**config.mk**
```make
export PLATFORM = sky130hd
export DESIGN_NAME = ilk_tx_framer
export DESIGN_NICKNAME = d
export VERILOG_FILES = /design/src/ilk_tx_pkg.sv /design/src/avl_to_ilk_adapter.sv /design/src/ilk_burst_tracker.sv /design/src/ilk_beat_assembler.sv /design/src/ilk_tx_framer.sv
export SDC_FILE = /design/constraint.sdc
export NUM_CORES = 1
export LEC_CHECK = 0
export BUFFER_PORTS_ARGS = -buffer_cell sky130_fd_sc_hd__buf_2
export CAP_MARGIN = 0
export CORE_AREA = 2 2 212 214
export CTS_BUF_LIST = sky130_fd_sc_hd__clkbuf_4 sky130_fd_sc_hd__clkbuf_8
export CTS_CLUSTER_SIZE = 30
export DETAILED_ROUTE_END_ITERATION = 10
export DIE_AREA = 0 0 214 216
export HOLD_SLACK_MARGIN = 0.1
export SETUP_SLACK_MARGIN = 0.1
export SYNTH_ARGS = -nofsm -noshare
export SYNTH_HDL_FRONTEND = slang
export SYNTH_SLANG_ARGS = --single-unit
```
**constraint.sdc**
```tcl
create_clock -name clk -period 9.54 [get_ports clk]
set_clock_uncertainty 0.15 [all_clocks]
set_input_delay 0.477 -clock clk [delete_from_list [all_inputs] [get_ports clk]]
set_output_delay 0.477 -clock clk [all_outputs]
set_load 0.05 [all_outputs]
```
**src/ilk_tx_pkg.sv**
```systemverilog
/*
 * Shared definitions for the Interlaken transmit front end
 *   beat geometry and burst limit localparams
 *   Avalon-ST input beat, adapter result, burst flags
 *   control descriptor and Interlaken output beat
 */

package ilk_tx_pkg;

   // beat geometry
   localparam int WORDS = 4;
   localparam int WORD_W = 64;
   localparam int DATA_W = WORDS * WORD_W;

   // empty is a byte count over the whole beat
   localparam int EMPTY_W = 5;
   // word count field, holds 0 to WORDS
   localparam int NV_W = 3;

   // burst is closed once it reaches this many words
   localparam int BURST_MAX = 8;
   // running count never passes BURST_MAX + WORDS
   localparam int CNT_W = $clog2(BURST_MAX + WORDS + 1);

   localparam int CHAN_W = 8;

   // Avalon-ST beat as it enters the framer
   typedef struct packed {
      logic [DATA_W-1:0]  data;
      logic               sop;
      logic               eop;
      logic [EMPTY_W-1:0] empty;
      logic               error;
   } avl_beat_t;

   // decoded word count and eop encoding
   typedef struct packed {
      logic [NV_W-1:0] num_valid;
      logic [3:0]      eopbits;
   } ilk_code_t;

   // burst boundaries for the present beat
   typedef struct packed {
      logic burst_start;
      logic burst_end;
   } burst_flags_t;

   // burst control descriptor
   typedef struct packed {
      logic              burst_start;
      logic              burst_end;
      logic              sop;
      logic [3:0]        eopbits;
      logic [CHAN_W-1:0] channel;
   } ilk_ctrl_t;

   // Interlaken beat leaving the framer
   typedef struct packed {
      logic [DATA_W-1:0] data;
      logic [NV_W-1:0]   num_valid;
      logic              sop;
      logic [3:0]        eopbits;
      ilk_ctrl_t         ctrl;
   } ilk_beat_t;

endpackage

```
**src/avl_to_ilk_adapter.sv**
```systemverilog
/*
 * Avalon-ST to Interlaken beat decoder
 *   empty and eop map to a valid word count
 *   eop, empty and error map to Interlaken eop bits
 */

`timescale 1ns/1ps

module avl_to_ilk_adapter import ilk_tx_pkg::*; (
   input  avl_beat_t avl_beat,
   output ilk_code_t code
);

   // unused bytes in the last word
   logic [2:0] byte_pos;

   assign byte_pos = avl_beat.empty[2:0];

   always_comb begin
      code.num_valid = '0;
      code.eopbits = 4'b0000;

      if (!avl_beat.eop) begin
         // mid-packet beat needs a word aligned empty
         case (avl_beat.empty)
            5'd0: code.num_valid = 3'd4;
            5'd8: code.num_valid = 3'd3;
            5'd16: code.num_valid = 3'd2;
            5'd24: code.num_valid = 3'd1;
            // unaligned empty without eop carries no words
            default: code.num_valid = 3'd0;
         endcase
      end else begin
         // a partial last word still counts
         if (avl_beat.empty < 5'd8) begin
            code.num_valid = 3'd4;
         end else if (avl_beat.empty < 5'd16) begin
            code.num_valid = 3'd3;
         end else if (avl_beat.empty < 5'd24) begin
            code.num_valid = 3'd2;
         end else begin
            code.num_valid = 3'd1;
         end

         if (avl_beat.error) begin
            // error end of packet ignores empty
            code.eopbits = 4'b0001;
         end else begin
            // msb marks eop and low bits give valid bytes in the last word
            // 0 empty bytes wraps to 000 for all eight
            code.eopbits = {1'b1, 3'(3'd0 - byte_pos)};
         end
      end
   end

endmodule

```
**src/ilk_burst_tracker.sv**
```systemverilog
/*
 * Burst boundary tracker
 *   running word count of the open burst
 *   start and end flags for the present beat
 */

`timescale 1ns/1ps

module ilk_burst_tracker import ilk_tx_pkg::*; (
   input  logic            clk,
   input  logic            rst_n,
   input  logic            accept,
   input  logic            eop,
   input  logic [NV_W-1:0] num_valid,
   output burst_flags_t    flags
);

   // words already sent in the open burst
   logic [CNT_W-1:0] count;
   // a burst has started and not yet ended
   logic             burst_open;
   // one bit wider count including the present beat
   logic [CNT_W:0]   count_sum;

   assign count_sum = (CNT_W+1)'(count) + (CNT_W+1)'(num_valid);

   // first beat after reset or after an end opens a burst
   assign flags.burst_start = !burst_open;
   // close on packet end or once the burst is full
   assign flags.burst_end = eop || (count_sum >= (CNT_W+1)'(BURST_MAX));

   always_ff @(posedge clk) begin
      if (!rst_n) begin
         count <= '0;
         burst_open <= 1'b0;
      end else if (accept) begin
         if (flags.burst_end) begin
            count <= '0;
            burst_open <= 1'b0;
         end else begin
            // sum is below BURST_MAX here and fits in CNT_W
            count <= count_sum[CNT_W-1:0];
            burst_open <= 1'b1;
         end
      end
   end

   // count stays bounded across any run of accepted beats
   a_count_bound: assert property (
      @(posedge clk) disable iff (!rst_n)
      count <= CNT_W'(BURST_MAX + WORDS)
   ) else $error("burst count %0d above limit", count);

endmodule

```
**src/ilk_beat_assembler.sv**
```systemverilog
/*
 * Interlaken output beat register
 *   accept and ready generation with back-pressure
 *   one registered beat with its control descriptor
 */

`timescale 1ns/1ps

module ilk_beat_assembler import ilk_tx_pkg::*; (
   input  logic         clk,
   input  logic         rst_n,
   input  avl_beat_t    avl_beat,
   input  logic         avl_valid,
   output logic         avl_ready,
   input  ilk_code_t    code,
   input  burst_flags_t flags,
   output logic         accept,
   output ilk_beat_t    ilk_beat,
   output logic         ilk_valid,
   input  logic         ilk_ready
);

   ilk_beat_t next_beat;

   // room when the register is empty or drains this cycle
   assign avl_ready = !ilk_valid || ilk_ready;
   assign accept = avl_valid && avl_ready;

   // control descriptor, single channel
   always_comb begin
      next_beat.data = avl_beat.data;
      next_beat.num_valid = code.num_valid;
      next_beat.sop = avl_beat.sop;
      next_beat.eopbits = code.eopbits;
      next_beat.ctrl.burst_start = flags.burst_start;
      next_beat.ctrl.burst_end = flags.burst_end;
      next_beat.ctrl.sop = avl_beat.sop;
      next_beat.ctrl.eopbits = code.eopbits;
      next_beat.ctrl.channel = '0;
   end

   // valid flag
   always_ff @(posedge clk) begin
      if (!rst_n) begin
         ilk_valid <= 1'b0;
      end else if (accept) begin
         ilk_valid <= 1'b1;
      end else if (ilk_ready) begin
         // drained with nothing new behind it
         ilk_valid <= 1'b0;
      end
   end

   // payload only loads on accept, holds under back-pressure
   always_ff @(posedge clk) begin
      if (accept) begin
         ilk_beat <= next_beat;
      end
   end

   // held beat must not change until the sink takes it
   a_hold_stable: assert property (
      @(posedge clk) disable iff (!rst_n)
      ilk_valid && !ilk_ready |=> ilk_valid && $stable(ilk_beat)
   ) else $error("output beat changed under back-pressure");

   // any eop encoding carries at least one word
   a_eop_has_words: assert property (
      @(posedge clk) disable iff (!rst_n)
      ilk_valid && (ilk_beat.eopbits != 4'b0000) |-> ilk_beat.num_valid != '0
   ) else $error("eop beat with zero words");

endmodule

```
**src/ilk_tx_framer.sv**
```systemverilog
/*
 * Interlaken transmit framer top level
 *   adapter, burst tracker and beat assembler
 */

`timescale 1ns/1ps

module ilk_tx_framer import ilk_tx_pkg::*; (
   input  logic      clk,
   input  logic      rst_n,
   // Avalon-ST side
   input  avl_beat_t avl_beat,
   input  logic      avl_valid,
   output logic      avl_ready,
   // Interlaken side
   output ilk_beat_t ilk_beat,
   output logic      ilk_valid,
   input  logic      ilk_ready
);

   ilk_code_t    code;
   burst_flags_t flags;
   logic         accept;

   // word count and eop bits, combinational
   avl_to_ilk_adapter u_adapter (
      .avl_beat (avl_beat),
      .code     (code)
   );

   // burst flags, advances only on accept
   ilk_burst_tracker u_tracker (
      .clk       (clk),
      .rst_n     (rst_n),
      .accept    (accept),
      .eop       (avl_beat.eop),
      .num_valid (code.num_valid),
      .flags     (flags)
   );

   // output register and handshake
   ilk_beat_assembler u_assembler (
      .clk       (clk),
      .rst_n     (rst_n),
      .avl_beat  (avl_beat),
      .avl_valid (avl_valid),
      .avl_ready (avl_ready),
      .code      (code),
      .flags     (flags),
      .accept    (accept),
      .ilk_beat  (ilk_beat),
      .ilk_valid (ilk_valid),
      .ilk_ready (ilk_ready)
   );

endmodule

```
==> flow_summary.toml <==
[outcome]
status = "finished clean"

[yosys]
netlist_instances = 339
syn_avg_cell_area_um2 = 25.4
synth_cell_types = 28
async_reset_ff_share_pct = 0
synth_top_area_share_pct = 92.9
synth_edf_count = 266
synth-seq-area-share_pct = 94.3
synth_seq_cells = 272
synth_common_cells = "edfxtp_1, buf_4, ha_1, inv_1, dfxtp_1"
yosysMostFrequentCell = "edfxtp_1"
yosys_warnings = 0
yosys-top-cells-area = "edfxtp_1, dfxtp_1, ha_1"
syn_area_um2 = 8600
yosysTopAreaCell = "edfxtp_1"
synthFlopType = "edfxtp_1"

[floorplan]
design.die.area_um2 = 46200
start_util_pct = 19.6
rows = 77
die_w_um = 214
core_um2 = 43800
io_pins = 549
die_h_um = 216

[finish]
drive_gt1_share_pct = 50.9
nNetsFinal = 1465
syn_to_final_growth_pct = 80.9

[detailed_routing]
wl_um = 29600
drt-initial-drc-count = 311
drc = 0
vias_per_cell = 3.62
antenna_left = 0
num_vias = 6590
drt_first_pass_iters = 4
routedWlPerCell_um = 16.3

[global_route]
grt_overflow = 0
grtUsageTotal_pct = 12.4
grt_pass1_wl_um = 43400
grt_max_degree = 83
antenna_found_initial = 4
grt_pass1_vias = 7267

[power_and_ir_drop]
p_total_mw = 2.98
switching_share_pct = 28.4
p_sw_mw = 0.848
power.share.sequential_pct = 47.6
power.internal_mw = 2.14
pwr-share-comb_pct = 16.9
p_clk_share_pct = 35.5
leakage_nw = 6.60
ir_drop_v = 0.000110
p_per_area_nw_per_um2 = 192

[sta]
layout_setup_ws_ps = 6110
post-route-period-util_pct = 35.9
slew_headroom_pct = 29.4
fmax_mhz = 292
worstMarginPinSlew_ps = 1060
setup_viol_count_final = 0
hold_violations = 0
slew_viol_final = 0
final.setup.tns_ps = 0
rsz0062_at_grt = "false"
period_needed_ps = 3430

[clocking]
h-tree-depth = 2
cts-root-buf = "clkbuf_8"
cts_resized = 0
cts_tree = "done"
clock_latency_ps = 580
clockBufferDepth = 3
cts_buffers = 47
path_clk_slew_ps = 60
cts.sinks = 272

[run]
maxCapViolations = 0

[worst_setup_path]
setup.worst_path.start_class = "primary input"
critPathRequiredTime_ps = 9580
crit_path_end_kind = "register"
arrival_ps = 3460
worstSetupPathType = "primary input to register"
r2r_cells = 4
crit_fanout = 82

[hold_path]
holdPathStages = 2
hold_path.class = "primary input to register"

[placement]
pre_cts_slack_ps = 5930
gp_congestion = 0.855
detailed_place_hpwl_um = 19600
io_buffers = 540
repair_timing:
item,4_1_cts,5_1_grt
hold buffers,264,0
buffers inserted,0,0
endpoints found under the setup margin,0,0
hold endpoints to repair,262,0
cell families (layout without fill, tap and decap cells):
logic type	count (synthesis)	count (layout)	synth area share [%]
simple gates	18	18	1.22
fa+ha+maj	9	9	1.40
flops	272	272	94.3
mux	1	1	0.174
compound gates	14	14	1.15
xor+xnor	1	1	0.102
buf+inv	23	900	1.66
other cells	1	11	0.0436
cells in the final DEF (no fill, tap or decap), drive strengths merged, types with 3 or more instances in the layout:
cell	Yosys	layout
a32o	3	3
diode	0	3
inv	9	10
and2	3	3
a21oi	3	3
ha	8	8
buf	14	543
edfxtp	266	266
clkbuf	0	63
nand2	5	5
dfxtp	6	6
o21ai	4	4
clkinv	0	16
dlygate4sd3	0	264
conb	1	8
nor2	4	4
power by group through the flow:
stage	logic, mW	registers, mW	clock network, mW
final	0.506	1.42	1.06
after global routing	0.527	1.42	1.16
after CTS	0.507	1.42	1.11
after detailed placement	0.419	1.44	0
after global placement	0.415	1.44	0
after floorplan	0.0463	1.69	0
area by class of cell:
type / instances / area, um2
repair buffers: 807 / 5370
inverters: 9 / 33.8
clock buffers: 63 / 773
well taps: 592 / 741
fillers: 4142 / 28300
diodes: 3 / 7.51
clock inverters: 21 / 151
multi-input cells: 51 / 380
flip-flops and latches: 272 / 8110
sequential cells by signal (all words and copies together) (netlist names):
name,flops
u_assembler.ilk_beat,266
u_assembler.ilk_valid,1
u_tracker.burst_open,1
u_tracker.count,4
path summary, 6_finish.rpt:
path / start / end / slack (ps)
worst max-delay path: avl_valid / u_assembler.ilk_beat[261] / 6110
worst min-delay path: avl_beat[5] / u_assembler.ilk_beat[22] / 180
worst max register to register: u_assembler.ilk_valid / u_assembler.ilk_beat[261] / 6240
worst min register to register: u_tracker.count[2] / u_tracker.count[2] / 340
routing by layer:
| metal | vias up | wire, um | track usage, % |
|---|---|---|---|
| li1 | 3028 | - | - |
| met1 | 3163 | 10700 | 12.9 |
| met2 | 340 | 15300 | 22.1 |
| met3 | 57 | 2520 | 4.68 |
| met4 | 2 | 1030 | 5.66 |
| met5 | - | 13 | 0 |
critical path, stage by stage:
cell	delay, ps
dlygate4sd3_1	530
buf_2	120
and2_4	630
buf_4	680
buf_4	870
per-stage QoR:
stage               cells  util [%]  hold slack [ps]  cell area, um2
floorplan             346         -              274            8630
global placement     1467      27.3              314           12000
detailed placement   1467      27.3              325           12000
CTS                  1815      35.5              111           15600
global route         1816      35.5              132           15600
finish               1818      35.5              183           15600
(Power assumes the default switching activity.)
